<file path="src/exu_pkg.sv">
package exu_pkg;

	typedef logic [31:0] data_t;
	typedef logic [4:0] reg_idx_t;
	typedef logic [11:0] csr_addr_t;

	// compare ops return 0 or 1 in bit 0
	typedef enum logic [3:0] {
		ALU_ADD,
		ALU_SUB,
		ALU_AND,
		ALU_OR,
		ALU_XOR,
		ALU_SLL,
		ALU_SRL,
		ALU_SRA,
		ALU_SLT,
		ALU_SLTU,
		ALU_EQ,
		ALU_NE,
		ALU_LT,
		ALU_GE,
		ALU_LTU,
		ALU_GEU
	} alu_op_e;

	typedef enum logic [2:0] {LD_NONE, LD_LW, LD_LH, LD_LHU, LD_LB, LD_LBU} load_kind_e;

	typedef enum logic [1:0] {ST_NONE, ST_SW, ST_SH, ST_SB} store_kind_e;

	typedef enum logic [1:0] {JMP_NONE, JMP_JAL, JMP_JALR} jump_kind_e;

	typedef enum logic [1:0] {CSR_NONE, CSR_RW, CSR_RS, CSR_ECALL} csr_kind_e;

	localparam csr_addr_t CSR_MEPC = 12'h341;
	localparam csr_addr_t CSR_MCAUSE = 12'h342;
	// environment call from M-mode
	localparam data_t ECALL_CAUSE = 32'd11;

endpackage

</file>
<file path="src/mem_pkg.sv">
package mem_pkg;

	typedef logic [31:0] addr_t;

	// one strobe per byte lane
	typedef logic [3:0] strb_t;

	typedef logic [1:0] resp_t;

	localparam resp_t RESP_OKAY = 2'b00;

endpackage

</file>
<file path="src/alu.sv">
`timescale 1ns/1ps

module alu (
	input  exu_pkg::alu_op_e op,
	input  exu_pkg::data_t   a,
	input  exu_pkg::data_t   b,
	output exu_pkg::data_t   result
);

	logic lt_s;
	logic lt_u;
	logic eq;

	// shared comparators for slt* and the branch ops
	assign lt_s = $signed(a) < $signed(b);
	assign lt_u = a < b;
	assign eq = a == b;

	always_comb begin
		case (op)
			exu_pkg::ALU_ADD: result = a + b;
			exu_pkg::ALU_SUB: result = a - b;
			exu_pkg::ALU_AND: result = a & b;
			exu_pkg::ALU_OR: result = a | b;
			exu_pkg::ALU_XOR: result = a ^ b;
			exu_pkg::ALU_SLL: result = a << b[4:0];
			exu_pkg::ALU_SRL: result = a >> b[4:0];
			exu_pkg::ALU_SRA: result = $signed(a) >>> b[4:0];
			exu_pkg::ALU_SLT, exu_pkg::ALU_LT: result = {31'b0, lt_s};
			exu_pkg::ALU_SLTU, exu_pkg::ALU_LTU: result = {31'b0, lt_u};
			exu_pkg::ALU_EQ: result = {31'b0, eq};
			exu_pkg::ALU_NE: result = {31'b0, !eq};
			exu_pkg::ALU_GE: result = {31'b0, !lt_s};
			exu_pkg::ALU_GEU: result = {31'b0, !lt_u};
			default: result = a + b;
		endcase
	end

endmodule

</file>
<file path="src/exu.sv">
`timescale 1ns/1ps

module exu (
	input  logic                     clk,
	input  logic                     rst,
	input  logic                     in_valid,
	output logic                     in_allowin,
	input  exu_pkg::data_t           pc,
	input  exu_pkg::data_t           src1,
	input  exu_pkg::data_t           src2,
	input  exu_pkg::reg_idx_t        rd,
	input  exu_pkg::alu_op_e         alu_op,
	input  exu_pkg::load_kind_e      load_kind,
	input  exu_pkg::store_kind_e     store_kind,
	input  exu_pkg::data_t           store_data,
	input  exu_pkg::jump_kind_e      jump_kind,
	input  logic                     cond_branch,
	input  exu_pkg::data_t           branch_target,
	input  exu_pkg::csr_addr_t       csr_idx,
	input  exu_pkg::csr_kind_e       csr_kind,
	input  exu_pkg::data_t           csr_nextpc,
	input  logic                     csr_nextpc_taken,
	output logic                     out_valid,
	output logic                     nextpc_taken,
	output exu_pkg::data_t           nextpc,
	output logic                     rf_wen,
	output exu_pkg::reg_idx_t        rf_waddr,
	output exu_pkg::data_t           rf_wdata,
	output logic                     csr_wen,
	output exu_pkg::csr_addr_t       csr_waddr,
	output exu_pkg::data_t           csr_wdata,
	output logic                     csr_wen2,
	output exu_pkg::csr_addr_t       csr_waddr2,
	output exu_pkg::data_t           csr_wdata2,
	output mem_pkg::addr_t           araddr,
	output logic                     arvalid,
	input  logic                     arready,
	input  exu_pkg::data_t           rdata,
	input  mem_pkg::resp_t           rresp,
	input  logic                     rvalid,
	output logic                     rready,
	output mem_pkg::addr_t           awaddr,
	output logic                     awvalid,
	input  logic                     awready,
	output exu_pkg::data_t           wdata,
	output mem_pkg::strb_t           wstrb,
	output logic                     wvalid,
	input  logic                     wready,
	input  mem_pkg::resp_t           bresp,
	input  logic                     bvalid,
	output logic                     bready
);

	logic stage_valid;
	exu_pkg::data_t pc_q;
	exu_pkg::data_t src1_q;
	exu_pkg::data_t src2_q;
	exu_pkg::reg_idx_t rd_q;
	exu_pkg::alu_op_e alu_op_q;
	exu_pkg::load_kind_e load_q;
	exu_pkg::store_kind_e store_q;
	exu_pkg::data_t store_data_q;
	exu_pkg::jump_kind_e jump_q;
	logic cond_q;
	exu_pkg::data_t target_q;
	exu_pkg::csr_addr_t csr_idx_q;
	exu_pkg::csr_kind_e csr_kind_q;
	exu_pkg::data_t csr_nextpc_q;
	logic csr_taken_q;

	exu_pkg::data_t alu_result;
	exu_pkg::data_t load_data;
	logic load_done;
	logic store_done;
	logic is_load;
	logic is_store;
	logic ready_go;
	logic cond_taken;
	logic is_ecall;

	assign is_load = load_q != exu_pkg::LD_NONE;
	assign is_store = store_q != exu_pkg::ST_NONE;
	// memory ops hold the stage until their response handshake
	assign ready_go = is_load ? load_done : (is_store ? store_done : 1'b1);
	assign out_valid = stage_valid && ready_go;
	assign in_allowin = !stage_valid || ready_go;

	always_ff @(posedge clk) begin
		if (rst) begin
			stage_valid <= 1'b0;
		end else if (in_allowin) begin
			stage_valid <= in_valid;
		end
	end

	always_ff @(posedge clk) begin
		if (in_valid && in_allowin) begin
			pc_q <= pc;
			src1_q <= src1;
			src2_q <= src2;
			rd_q <= rd;
			alu_op_q <= alu_op;
			load_q <= load_kind;
			store_q <= store_kind;
			store_data_q <= store_data;
			jump_q <= jump_kind;
			cond_q <= cond_branch;
			target_q <= branch_target;
			csr_idx_q <= csr_idx;
			csr_kind_q <= csr_kind;
			csr_nextpc_q <= csr_nextpc;
			csr_taken_q <= csr_nextpc_taken;
		end
	end

	alu alu_inst (
		.op(alu_op_q),
		.a(src1_q),
		.b(src2_q),
		.result(alu_result)
	);

	// the ALU sum doubles as the memory address
	exu_load_master load_inst (
		.clk(clk),
		.rst(rst),
		.start(stage_valid && is_load),
		.addr(alu_result),
		.kind(load_q),
		.araddr(araddr),
		.arvalid(arvalid),
		.arready(arready),
		.rdata(rdata),
		.rresp(rresp),
		.rvalid(rvalid),
		.rready(rready),
		.load_done(load_done),
		.load_data(load_data)
	);

	exu_store_master store_inst (
		.clk(clk),
		.rst(rst),
		.start(stage_valid && is_store),
		.addr(alu_result),
		.kind(store_q),
		.data(store_data_q),
		.awaddr(awaddr),
		.awvalid(awvalid),
		.awready(awready),
		.wdata(wdata),
		.wstrb(wstrb),
		.wvalid(wvalid),
		.wready(wready),
		.bresp(bresp),
		.bvalid(bvalid),
		.bready(bready),
		.store_done(store_done)
	);

	// branch compares leave their outcome in bit 0
	assign cond_taken = cond_q && alu_result[0];

	always_comb begin
		if (jump_q == exu_pkg::JMP_JAL) begin
			nextpc = alu_result;
		end else if (jump_q == exu_pkg::JMP_JALR) begin
			nextpc = {alu_result[31:1], 1'b0};
		end else if (cond_taken) begin
			nextpc = target_q;
		end else begin
			nextpc = csr_nextpc_q;
		end
	end

	assign nextpc_taken = out_valid && (jump_q != exu_pkg::JMP_NONE || cond_taken || csr_taken_q);

	always_comb begin
		if (jump_q != exu_pkg::JMP_NONE) begin
			rf_wdata = pc_q + 32'd4;
		end else if (is_load) begin
			rf_wdata = load_data;
		end else if (csr_kind_q == exu_pkg::CSR_RW || csr_kind_q == exu_pkg::CSR_RS) begin
			// old csr value arrives in src2
			rf_wdata = src2_q;
		end else begin
			rf_wdata = alu_result;
		end
	end

	assign is_ecall = csr_kind_q == exu_pkg::CSR_ECALL;
	assign rf_waddr = rd_q;
	assign rf_wen = out_valid && !is_store && !cond_q && !is_ecall;

	// csrrs gets src1 | csr through the ALU
	assign csr_wen = out_valid && csr_kind_q != exu_pkg::CSR_NONE;
	assign csr_waddr = is_ecall ? exu_pkg::CSR_MEPC : csr_idx_q;
	assign csr_wdata = (csr_kind_q == exu_pkg::CSR_RW) ? src1_q :
		(csr_kind_q == exu_pkg::CSR_RS) ? alu_result : pc_q;

	// second port only used by ecall for mcause
	assign csr_wen2 = out_valid && is_ecall;
	assign csr_waddr2 = is_ecall ? exu_pkg::CSR_MCAUSE : '0;
	assign csr_wdata2 = is_ecall ? exu_pkg::ECALL_CAUSE : '0;

	// a master response must belong to the memory op held in the stage
	a_done_in_stage: assert property (@(posedge clk) disable iff (rst)
		(load_done |-> stage_valid && is_load) and
		(store_done |-> stage_valid && is_store));

endmodule

</file>
<file path="src/exu_load_master.sv">
`timescale 1ns/1ps

module exu_load_master (
	input  logic                     clk,
	input  logic                     rst,
	input  logic                     start,
	input  exu_pkg::data_t           addr,
	input  exu_pkg::load_kind_e      kind,
	output mem_pkg::addr_t           araddr,
	output logic                     arvalid,
	input  logic                     arready,
	input  exu_pkg::data_t           rdata,
	input  mem_pkg::resp_t           rresp,
	input  logic                     rvalid,
	output logic                     rready,
	output logic                     load_done,
	output exu_pkg::data_t           load_data
);

	typedef enum logic [1:0] {
		R_IDLE,
		R_WAIT_ARREADY,
		R_SHAKED_AR,
		R_WAIT_RVALID
	} state_e;

	state_e state;
	state_e state_next;
	exu_pkg::data_t lane;

	always_ff @(posedge clk) begin
		if (rst) begin
			state <= R_IDLE;
		end else begin
			state <= state_next;
		end
	end

	always_comb begin
		state_next = state;
		case (state)
			R_IDLE: begin
				if (start) begin
					state_next = arready ? R_SHAKED_AR : R_WAIT_ARREADY;
				end
			end
			R_WAIT_ARREADY: begin
				if (arready) begin
					state_next = R_SHAKED_AR;
				end
			end
			R_SHAKED_AR, R_WAIT_RVALID: begin
				state_next = rvalid ? R_IDLE : R_WAIT_RVALID;
			end
			default: state_next = R_IDLE;
		endcase
	end

	// address comes straight from the stage register, stable while held
	assign araddr = addr;
	assign arvalid = (state == R_IDLE && start) || state == R_WAIT_ARREADY;
	assign rready = state == R_SHAKED_AR || state == R_WAIT_RVALID;
	assign load_done = rvalid && rready;

	// move the addressed byte or halfword down to lane 0
	assign lane = rdata >> {addr[1:0], 3'b000};

	always_comb begin
		case (kind)
			exu_pkg::LD_LH: load_data = {{16{lane[15]}}, lane[15:0]};
			exu_pkg::LD_LHU: load_data = {16'b0, lane[15:0]};
			exu_pkg::LD_LB: load_data = {{24{lane[7]}}, lane[7:0]};
			exu_pkg::LD_LBU: load_data = {24'b0, lane[7:0]};
			default: load_data = rdata;
		endcase
	end

	a_arvalid_hold: assert property (@(posedge clk) disable iff (rst)
		arvalid && !arready |=> arvalid && $stable(araddr));

	a_rresp_okay: assert property (@(posedge clk) disable iff (rst)
		load_done |-> rresp == mem_pkg::RESP_OKAY);

endmodule

</file>
<file path="src/exu_store_master.sv">
`timescale 1ns/1ps

module exu_store_master (
	input  logic                     clk,
	input  logic                     rst,
	input  logic                     start,
	input  exu_pkg::data_t           addr,
	input  exu_pkg::store_kind_e     kind,
	input  exu_pkg::data_t           data,
	output mem_pkg::addr_t           awaddr,
	output logic                     awvalid,
	input  logic                     awready,
	output exu_pkg::data_t           wdata,
	output mem_pkg::strb_t           wstrb,
	output logic                     wvalid,
	input  logic                     wready,
	input  mem_pkg::resp_t           bresp,
	input  logic                     bvalid,
	output logic                     bready,
	output logic                     store_done
);

	typedef enum logic [2:0] {
		W_IDLE,
		W_WAIT_AWREADY,
		W_SHAKED_AW,
		W_WAIT_WREADY,
		W_SHAKED_W,
		W_WAIT_BVALID
	} state_e;

	state_e state;
	state_e state_next;

	always_ff @(posedge clk) begin
		if (rst) begin
			state <= W_IDLE;
		end else begin
			state <= state_next;
		end
	end

	// address first, then data, then wait for the response
	always_comb begin
		state_next = state;
		case (state)
			W_IDLE: begin
				if (start) begin
					state_next = awready ? W_SHAKED_AW : W_WAIT_AWREADY;
				end
			end
			W_WAIT_AWREADY: begin
				if (awready) begin
					state_next = W_SHAKED_AW;
				end
			end
			W_SHAKED_AW, W_WAIT_WREADY: begin
				state_next = wready ? W_SHAKED_W : W_WAIT_WREADY;
			end
			W_SHAKED_W, W_WAIT_BVALID: begin
				state_next = bvalid ? W_IDLE : W_WAIT_BVALID;
			end
			default: state_next = W_IDLE;
		endcase
	end

	assign awaddr = addr;
	assign awvalid = (state == W_IDLE && start) || state == W_WAIT_AWREADY;
	assign wvalid = state == W_SHAKED_AW || state == W_WAIT_WREADY;
	assign bready = state == W_SHAKED_W || state == W_WAIT_BVALID;
	assign store_done = bvalid && bready;

	// replicate into every lane, the strobes pick the right one
	always_comb begin
		case (kind)
			exu_pkg::ST_SB: begin
				wdata = {4{data[7:0]}};
				wstrb = 4'b0001 << addr[1:0];
			end
			exu_pkg::ST_SH: begin
				wdata = {2{data[15:0]}};
				wstrb = 4'b0011 << {addr[1], 1'b0};
			end
			default: begin
				wdata = data;
				wstrb = 4'b1111;
			end
		endcase
	end

	a_wvalid_hold: assert property (@(posedge clk) disable iff (rst)
		wvalid && !wready |=> wvalid && $stable(wdata) && $stable(wstrb));

	a_bresp_okay: assert property (@(posedge clk) disable iff (rst)
		store_done |-> bresp == mem_pkg::RESP_OKAY);

endmodule

</file>
<file path="config.mk">
export PLATFORM = sky130hd
export DESIGN_NAME = exu
export DESIGN_NICKNAME = d
export VERILOG_FILES = /design/src/exu_pkg.sv /design/src/mem_pkg.sv /design/src/alu.sv /design/src/exu.sv /design/src/exu_load_master.sv /design/src/exu_store_master.sv
export SDC_FILE = /design/constraint.sdc
export NUM_CORES = 1
export LEC_CHECK = 0
export ABC_CLOCK_PERIOD_IN_PS = 15000
export CORE_MARGIN = 2
export CORE_UTILIZATION = 40
export DETAILED_ROUTE_END_ITERATION = 7
export DONT_BUFFER_PORTS = 1
export GPL_TIMING_DRIVEN = 0
export SLEW_MARGIN = 20
export SYNTH_ARGS = -nofsm -noshare
export SYNTH_HDL_FRONTEND = slang
export SYNTH_SLANG_ARGS = --single-unit
</file>
<file path="constraint.sdc">
create_clock -name clk -period 15 [get_ports clk]
set_clock_uncertainty 0.15 [all_clocks]
set_input_delay 2.25 -clock clk [delete_from_list [all_inputs] [get_ports clk]]
set_output_delay 2.25 -clock clk [all_outputs]
set_load 0.01 [all_outputs]
</file>
## Word-level counts from Yosys, hierarchy flattened

Cells that the tools add are included.

- Register bits after elaboration: 230
- Input bits: 268
- Output and inout port bits: 268
- Logic and storage cells: 144

- $add $sub $neg: 3
- Magnitude comparators: 2
- Eq/ne operators: 39
- Shift operators: 6
- Mux-type cells: 28
- Bitwise logic cells: 3
- Reduce and logical (&&, ||, !) cells: 45

Operator list:

| operator | count |
|---|---|
| $pmux W32 S14 | 1 |
| $mux W32 | 8 |
| $pmux W32 S4 | 1 |
| $lt A32 B32 Y1 | 2 |
| $pmux W32 S2 | 1 |
| $add A32 B3 Y32 const B | 1 |
| $add A32 B32 Y32 | 1 |
| $and A32 B32 Y32 | 1 |
| $eq A32 B32 Y1 | 1 |
| $eq A4 B4 Y1 const B | 8 |
| $or A32 B32 Y32 | 1 |
| $shl A32 B5 Y32 | 1 |
| $shr A32 B5 Y16 | 1 |
| $shr A32 B5 Y32 | 1 |
| $sshr A32 B5 Y32 | 1 |
| $sub A32 B32 Y32 | 1 |
| $xor A32 B32 Y32 | 1 |
| $eq A4 B3 Y1 const B | 4 |
| $logic_and A1 B1 Y1 | 15 |
| $eq A2 B2 Y1 const B | 7 |
| $eq A3 B2 Y1 const B | 4 |
| $eq A3 B3 Y1 const B | 4 |
| $mux W12 | 1 |
| $mux W3 | 4 |
| other kinds (24) | 55 |

## Longest topological paths before layout

Gate-level depths: netlist of run 1.

- Depth after elaboration: 9
- Depth in mapped cells: 20
- Mapped depth without buffers: 15

## Modules after synthesis

Synthesis of run 1 repeated with hierarchy kept, for this count alone.

- Cells, all modules: 2330
- Area total of the unflattened synthesis: 20514.7 µm²

By module, submodules not included:

| module | instances | cells an instance | area an instance (µm²) | seq. area each (µm²) |
|---|---|---|---|---|
| exu | 1 | 754 | 10112.2 | 6746.5 |
| alu | 1 | 1286 | 8413.1 | 0.0 |
| exu_load_master | 1 | 180 | 1148.6 | 40.0 |
| exu_store_master | 1 | 110 | 840.8 | 60.1 |

## Least setup slack after synthesis of run 1

No wires, ideal clock.

- Kind: input to register
- From: input port bvalid
- To: register alu_op_q[0] (enable)
- Setup time: 882 ps
- Arrival: 13368 ps
- Required time: 13968 ps
- Path slack: 600 ps
- Stages on the path: 4
- Buffers on the path: 0
- Cell sequence: nand2_1 a31oi_1 inv_1 a21oi_1

- Word-level cells in the longest chain between the ends: 5

Ends and longest elaborated chain:

| element | RTL line | RTL |
|---|---|---|
| start, declared | exu.sv:50 | `input logic bvalid,` |
| $logic_and A1 B1 Y1 | exu_store_master.sv:71 | `assign store_done = bvalid && bready;` |
| $mux W1 (2 in series) | exu.sv:84 | `assign ready_go = is_load ? load_done : (is_store ? store_done : 1'b1);` |
| $logic_or A1 B1 Y1 | exu.sv:86 | `assign in_allowin = !stage_valid \|\| ready_go;` |
| $logic_and A1 B1 Y1 | exu.sv:97 | `if (in_valid && in_allowin) begin` |
| end signal, assigned | exu.sv:102 | `alu_op_q <= alu_op;` |
| end, declared | exu.sv:59 | `exu_pkg::alu_op_e alu_op_q;` |

No other way between the ends.
A chain may end at the register's enable or synchronous reset.

## Worst setup path in the final report of run 1

- From: register src2_q[3]
- To: output port nextpc[22]

- Word-level cells in the longest chain between the ends: 7
- Elaborated cells between the ends (all ways): 16
- Those cells by class: add/sub (2); order compare (2); eq/ne (1); shift (3); mux (4); reduce/logical (4)

Ends and longest elaborated chain:

| element | RTL line | RTL |
|---|---|---|
| start, declared | exu.sv:57 | `exu_pkg::data_t src2_q;` |
| start signal, assigned | exu.sv:100 | `src2_q <= src2;` |
| $lt A32 B32 Y1, or another cell as far along | alu.sv:16 | `assign lt_u = a < b;` |
| $logic_not A1 Y1 (on tied branches) | alu.sv:34, alu.sv:32, alu.sv:33 |  |
| $pmux W32 S14 * | alu.sv:20 | `case (op)` |
| $logic_and A1 B1 Y1 | exu.sv:162 | `assign cond_taken = cond_q && alu_result[0];` |
| $mux W32 | exu.sv:169 | `end else if (cond_taken) begin` |
| $mux W32 | exu.sv:167 | `end else if (jump_q == exu_pkg::JMP_JALR) begin` |
| $mux W32 * | exu.sv:165 | `if (jump_q == exu_pkg::JMP_JAL) begin` |
| end, declared | exu.sv:25 | `output exu_pkg::data_t nextpc,` |

Mark *: on every way between the ends. The rest lies on a longest branch, timed or not.

==> results of run 1 <==
[per-stage QoR]
| step | power (W) | util | TNS [ns] | std cells | setup slack (ns) |
|---|---|---|---|---|---|
| after floorplan | 0.001343 | - | 0 | 2396 | 0.6001 |
| after detailed placement | 0.001634 | 0.4317 | 0 | 3103 | 5.261 |
| after global routing | 0.002378 | 0.4487 | 0 | 3152 | 4.131 |
| after CTS | 0.002288 | 0.4480 | 0 | 3146 | 4.632 |
| final | 0.002319 | 0.4488 | 0 | 3154 | 4.392 |
| after global placement | 0.001641 | 0.4242 | -758.72 | 3084 | -3.431 |
[sequential cells by signal, summed over array words and instances, names as in the netlist, 4 cells and up]
name and cells:
csr_nextpc_q 32, pc_q 32, src1_q 32, src2_q 32, store_data_q 32, target_q 32
csr_idx_q 12, rf_waddr 5, alu_op_q 4
[cell usage after synthesis (23+ instances only)]
| library cell | instances | share of area |
|---|---|---|
| o211ai_1 | 33 | 0.012 |
| a211oi_1 | 37 | 0.013 |
| nor2b_1 | 26 | 0.0076 |
| buf_2 | 32 | 0.0075 |
| buf_4 | 92 | 0.032 |
| clkbuf_1 | 120 | 0.021 |
| ha_1 | 102 | 0.060 |
| edfxtp_1 | 224 | 0.32 |
| nor3_1 | 51 | 0.012 |
| inv_1 | 121 | 0.021 |
| a21oi_1 | 135 | 0.032 |
| nor2_1 | 240 | 0.042 |
| nand2_1 | 215 | 0.038 |
| nand3_1 | 36 | 0.0085 |
| mux4_2 | 59 | 0.062 |
| o21ai_0 | 126 | 0.030 |
| mux2i_1 | 90 | 0.042 |
| a31oi_1 | 43 | 0.013 |
| mux2_2 | 37 | 0.020 |
| a21o_1 | 23 | 0.0081 |
| a221oi_1 | 28 | 0.012 |
[cells by family after synthesis]
family | count (synthesis) | synth area share
AOI/OAI and AO/OA | 676 | 0.2195
xor gates and xnor gates | 33 | 0.01357
adders and majority gates | 104 | 0.06181
buffers and inverters | 391 | 0.09072
DFF | 230 | 0.3215
muxes | 199 | 0.1343
other | 1 | 0.0001761
and+or+nand+nor | 726 | 0.1584
[layer usage]
metal	vias up	global-route usage	part of all wire
li1	8913	-	-
met1	10660	0.4806	0.36
met2	1609	0.6833	0.47
met3	407	0.1041	0.10
met4	4	0.2351	0.070
met5	-	0	0.00020
[path summary, 6_finish.rpt]
kind                  startpoint             endpoint  cells past startpoint  slack (ns)
max                    src2_q[3]           nextpc[22]                     18        4.39
min          store_inst.state[2]  store_inst.state[1]                      1        0.35
max reg2reg            load_q[2]            src1_q[7]                     11       10.97
min reg2reg  store_inst.state[2]  store_inst.state[1]                      1        0.35
[worst max-delay path, delay by kind of cell (launching register included)]
kind / cells / cell delay (ns)
flip-flops: 1 / 0.41
AND/OR/NAND/NOR: 3 / 0.56
multiplexers: 1 / 0.77
adder cells (fa/ha/maj): 1 / 0.37
AO/OA/AOI/OAI: 5 / 1.84
buffers and inverters: 8 / 3.65
[power by group through the flow]
stage	logic, W	clock network, W	registers (W)
after floorplan	0.000536	0	0.000807
after global placement	0.000801	0	0.000840
after detailed placement	0.000819	0	0.000815
after CTS	0.000822	0.000663	0.000802
after global routing	0.000884	0.000686	0.000807
final	0.000852	0.000661	0.000806
[area by class of cell]
| cell class | instances | area [sq um] |
|---|---|---|
| Antenna cell | 8 | 20.02 |
| Buffer | 264 | 1456 |
| Clock buffer | 36 | 718.2 |
| Clock inverter | 7 | 137.6 |
| Fill cell | 5143 | 28970 |
| Inverter | 127 | 476.7 |
| Multi-Input combinational cell | 1775 | 12730 |
| Sequential cell | 230 | 6847 |
| Tap cell | 688 | 860.8 |
| Timing Repair Buffer | 19 | 335.3 |
[cells in the final DEF, fill, tap and decap left out, drive strengths merged, types with 19 or more instances in the layout]
master and count:
o21ai 144, or3 19, inv 125, nor2b 26, nand2b 20, nand3 36
a221oi 33, a21oi 138, nor4 22, a211oi 39, clkbuf 156, o22ai 20
a22oi 19, mux2i 91, nand4 19, buf 163, a31oi 43, ha 102
conb 37, nor3 51, edfxtp 224, nand2 216, mux4 63, a21o 23
o211ai 34, mux2 45, nor2 241
==> impl_metrics.env, run 1 <==
export IMPL_cts_htree_levels=1
export IMPL_hold_viol=0
export IMPL_worstPathArrival_ns=8.21
export IMPL_async_reset_ff_frac=0
export IMPL_outcome="finished, final reports clean"
export IMPL_power_leakage_nw=9.060
export IMPL_synth_enable_flop_cells=224
export IMPL_seqPwrFrac=0.347
export IMPL_drc=0
export IMPL_combPwrFrac=0.367
export IMPL_dr_pass1_iters=6
export IMPL_start_kind="register"
export IMPL_criticalPathCategory="reg -> out"
export IMPL_swShare=0.3923
export IMPL_syn_avg_cell_area_sq_um=9.023
export IMPL_seq_area_frac_synth=0.3215
export IMPL_slowest_stage="clkbuf_1"
export IMPL_ios=536
export IMPL_cts_tree="yes"
export IMPL_cp_max_fo=11
export IMPL_slew_headroom=0.2481
export IMPL_grt_pass1_vias=20570
export IMPL_ys_warn_count=0
export IMPL_die_area_sq_mm=0.05510
export IMPL_synth_area_sq_mm=0.02129
export IMPL_crit_path_frequent_cell="clkbuf_1"
export IMPL_vias=21600
export IMPL_p_int_w=0.001409
export IMPL_num_rows=84
export IMPL_drt_iter0_drc=2865
export IMPL_drt_total_wl_microns=117800
export IMPL_io_buffers=0
export IMPL_setup_viol=0
export IMPL_cts_sinks=230
export IMPL_worstMarginPinSlew_ns=1.097
export IMPL_ir_drop_mv=0.1063
export IMPL_holdWs_ns=0.3506
export IMPL_gp_congestion=1.003
export IMPL_synth_cells=2360
export IMPL_hold_buffers=0
export IMPL_dpl_cell_area_sq_mm=0.02269
export IMPL_slowest_delay_ns=0.85
export IMPL_grt_usage=0.4105
export IMPL_slew_violations=0
export IMPL_cts_buffers=24
export IMPL_cts_root_buf="clkbuf_16"
export IMPL_period_minus_slack_ns=10.61
export IMPL_dieWidth_microns=234.7
export IMPL_initial_utilization=0.4052
export IMPL_path_clk_slew_ns=0.06
export IMPL_clkPwrFrac=0.285
export IMPL_wl_per_cell_microns=37.34
export IMPL_postCtsSetupBuffers=0
export IMPL_timing_fmax_mhz=94.27
export IMPL_p_per_area_mw_per_mm2=98.32
export IMPL_rsz0062_at_grt="false"
export IMPL_maxCapViolCount=0
export IMPL_viasPerCell=6.847
export IMPL_grt_pass1_wl_microns=162300
export IMPL_ys_types=106
export IMPL_p_sw_w=0.0009095
export IMPL_clock_latency_ns=0.60
export IMPL_end_kind="output pin"
export IMPL_min_path_type="reg -> reg"
export IMPL_drive_above_1_share=0.1416
export IMPL_grt_max_degree=28
export IMPL_syn_to_final_growth_pct=10.75
export IMPL_synth_ff_type="edfxtp_1"
export IMPL_final_area_sq_mm=0.02358
export IMPL_cp_required_ns=12.60
export IMPL_path_cells="clkbuf_1 -> inv_1 -> buf_1 -> buf_1 -> clkbuf_1 -> ha_1 -> clkbuf_1 -> a221o_1 -> a211oi_1 -> o31ai_2 -> o2bb2ai_1 -> mux2i_1 -> nor2_4 -> inv_2 -> and2_1 -> clkbuf_1 -> nand2_1 -> a31oi_1"
export IMPL_die_h_microns=234.7
export IMPL_hpwlAfterDp_microns=95660
export IMPL_antenna_found_initial=9
export IMPL_clock_path_buffers=3
export IMPL_ant_nets=0
export IMPL_cts_repair_resized=0
export IMPL_core_sq_mm=0.05255
export IMPL_finalCritPeriodShare=0.7072
export IMPL_grt_overflow_total=0
export IMPL_ys_ff_latch=230
export IMPL_final_nets=2813
No activity file was read; power rests on OpenSTA's default activity.
==> run 2, diff against run 1 <==
--- a/config.mk
+++ b/config.mk
@@ -5,7 +5,7 @@
 export SDC_FILE = /design/constraint.sdc
 export NUM_CORES = 1
 export LEC_CHECK = 0
-export ABC_CLOCK_PERIOD_IN_PS = 15000
+export ABC_CLOCK_PERIOD_IN_PS = 10000
 export CORE_MARGIN = 2
 export CORE_UTILIZATION = 40
 export DETAILED_ROUTE_END_ITERATION = 7
==> constraint.sdc (replaced) <==
create_clock -name clk -period 10 [get_ports clk]
set_clock_uncertainty 0.15 [all_clocks]
set_input_delay 1.5 -clock clk [delete_from_list [all_inputs] [get_ports clk]]
set_output_delay 1.5 -clock clk [all_outputs]
set_load 0.01 [all_outputs]
==> run 2 against run 1 <==
  * Hold slack improved by 0.012 ns
  * Via count fell by 0.41%
  * Critical path depth fell by 1
  * Largest power group unchanged
  * Total power rose by 53%
  * Global-route usage fell by 0.097 points
  * First-iteration DRC count fell by 3.5%
  * Clock power rose by 59%
  * Sequential power rose by 50%
  * Worst setup slack got worse by 4.1 ns
  * Cell count barely moved
  * The run now ends with DRC left
  * Non-clock buffer count did not move
  * Combinational power rose by 50%
==> impl_metrics.env, run 2 (synthesis results as in run 1) <==
export IMPL_outcome="complete, but fails checks"
export IMPL_violations="DRC"
export IMPL_ir_drop_mv=0.1564
export IMPL_fill_cells=5134
export IMPL_die_area_sq_mm=0.05510
export IMPL_cts_htree_levels=1
export IMPL_drive_above_1_share=0.1430
export IMPL_criticalPathCategory="reg -> out"
export IMPL_drc=5
export IMPL_period_minus_slack_ns=9.697
export IMPL_finalCritPeriodShare=0.9697
export IMPL_timing_fmax_mhz=103.1
export IMPL_path_cells="clkbuf_1 -> inv_1 -> buf_1 -> buf_1 -> clkbuf_1 -> ha_1 -> clkbuf_1 -> a221o_1 -> a211oi_1 -> o31ai_2 -> o2bb2ai_1 -> mux2i_1 -> nor2_4 -> buf_4 -> mux2i_1 -> nand3_1 -> a41oi_1"
export IMPL_cts_buffers=26
export IMPL_slowest_delay_ns=0.78
export IMPL_crit_path_frequent_cell="clkbuf_1"
export IMPL_worstPathArrival_ns=8.05
export IMPL_power_w=0.003540
export IMPL_p_per_area_mw_per_mm2=149.5
export IMPL_num_rows=84
export IMPL_combPwrFrac=0.362
export IMPL_dr_pass1_iters=8
export IMPL_rsz0062_at_grt="false"
export IMPL_vias=21510
export IMPL_end_kind="output pin"
export IMPL_final_nets=2815
export IMPL_viasPerCell=6.817
export IMPL_slew_headroom=0.2009
export IMPL_fin_ws_ns=0.3030
export IMPL_gp_congestion=1.031
export IMPL_grt_overflow_total=0
export IMPL_cp_max_fo=11
export IMPL_drt_iter0_drc=2764
export IMPL_hold_viol=0
export IMPL_p_sw_w=0.001370
export IMPL_worstMarginPinSlew_ns=1.193
export IMPL_clock_path_buffers=3
export IMPL_clkPwrFrac=0.296
export IMPL_wl_per_cell_microns=37.31
export IMPL_grt_pass1_vias=20490
export IMPL_layout_commonest_cell="nor2_1"
export IMPL_grt_pass1_wl_microns=161500
export IMPL_core_sq_mm=0.05255
export IMPL_fin_util=0.4506
export IMPL_die_h_microns=234.7
export IMPL_multi_input_area_sq_mm=0.01273
export IMPL_postCtsSetupBuffers=0
export IMPL_grt_usage=0.4095
export IMPL_layout_common_cells="nor2_1 (240), edfxtp_1 (224), nand2_1 (215)"
export IMPL_cts_sinks=230
export IMPL_dieWidth_microns=234.7
export IMPL_ant_nets=0
export IMPL_drt_total_wl_microns=117700
export IMPL_ios=536
export IMPL_dpl_worst_slack_ns=1.205
export IMPL_clock_latency_ns=0.58
export IMPL_cp_required_ns=8.35
export IMPL_seq_area_sq_mm=0.006847
export IMPL_cts_tree="yes"
export IMPL_cts_root_buf="clkbuf_16"
export IMPL_swShare=0.3870
export IMPL_path_clk_slew_ns=0.06
export IMPL_grt_max_degree=26
export IMPL_maxCapViolCount=0
export IMPL_power_leakage_nw=9.106
export IMPL_io_buffers=0
export IMPL_slew_violations=0
export IMPL_holdWs_ns=0.3626
export IMPL_hold_buffers=0
export IMPL_hpwlAfterDp_microns=95830
export IMPL_slowest_stage="clkbuf_1"
export IMPL_start_kind="register"
export IMPL_seqPwrFrac=0.342
export IMPL_min_path_type="reg -> reg"
export IMPL_p_int_w=0.002170
export IMPL_setup_viol=0
export IMPL_initial_utilization=0.4052
export IMPL_cts_repair_resized=0
export IMPL_antenna_found_initial=8
export IMPL_syn_to_final_growth_pct=11.20
==> run 2: cell types whose count changed in the layout (fill, tap and decap cells not counted), sizes merged <==
cell / delta
clkbuf: -8
diode: -3
clkinv: +10
bufinv: +3
inv: -1
==> run 2: area by class of cell <==
type	instances	share of cell area
inverters	127	0.02013
diodes	5	0.0005284
clock inverters	19	0.01131
plain buffers	264	0.06145
flip-flops and latches	230	0.2891
well taps	688	0.03635
repair buffers	19	0.01569
multi-input cells	1775	0.5376
clock buffers	28	0.02779
==> run 2: layer usage <==
layer  share of wire  vias up  global-route usage
met5         0.00021        -                   0
met4           0.079        4              0.2720
met3           0.098      424             0.09845
met2            0.46     1582              0.6641
met1            0.36    10580              0.4831
li1                -     8922                   -
==> run 2: worst max-delay path: cells and delay by family, from the launching register on <==
kind            cells  cell delay (ns)
mux                 2             1.18
flops               1             0.41
fa+ha+maj           1             0.37
buf+inv             7             3.03
compound gates      5             2.07
simple gates        2             0.32
==> run 2: path summary, 6_finish.rpt <==
| path | start | endpoint | slack [ns] | cells after the start |
|---|---|---|---|---|
| setup reg to reg | load_q[2] | src2_q[20] | 6.05 | 13 |
| setup / recovery | src2_q[3] | rf_wdata[23] | 0.30 | 17 |
| hold / removal | store_inst.state[2] | store_inst.state[1] | 0.36 | 1 |
| hold reg to reg | store_inst.state[2] | store_inst.state[1] | 0.36 | 1 |
==> run 2: power groups by stage <==
| stage | clock network [W] | logic, W | registers (W) |
|---|---|---|---|
| after floorplan | 0 | 0.000804 | 0.00120 |
| after global placement | 0 | 0.00120 | 0.00125 |
| after detailed placement | 0 | 0.00123 | 0.00122 |
| after CTS | 0.00106 | 0.00124 | 0.00121 |
| after global routing | 0.00110 | 0.00133 | 0.00121 |
| final | 0.00105 | 0.00128 | 0.00121 |
==> run 2: metrics by stage <==
stage / setup TNS, ns / instances / instance area (sq um)
after global placement: -174.46 / 3084 / 22290
after detailed placement: 0 / 3103 / 22730
final: 0 / 3155 / 23680
after global routing: 0 / 3153 / 23670
after floorplan: 0 / 2396 / 21430
after CTS: 0 / 3150 / 23660
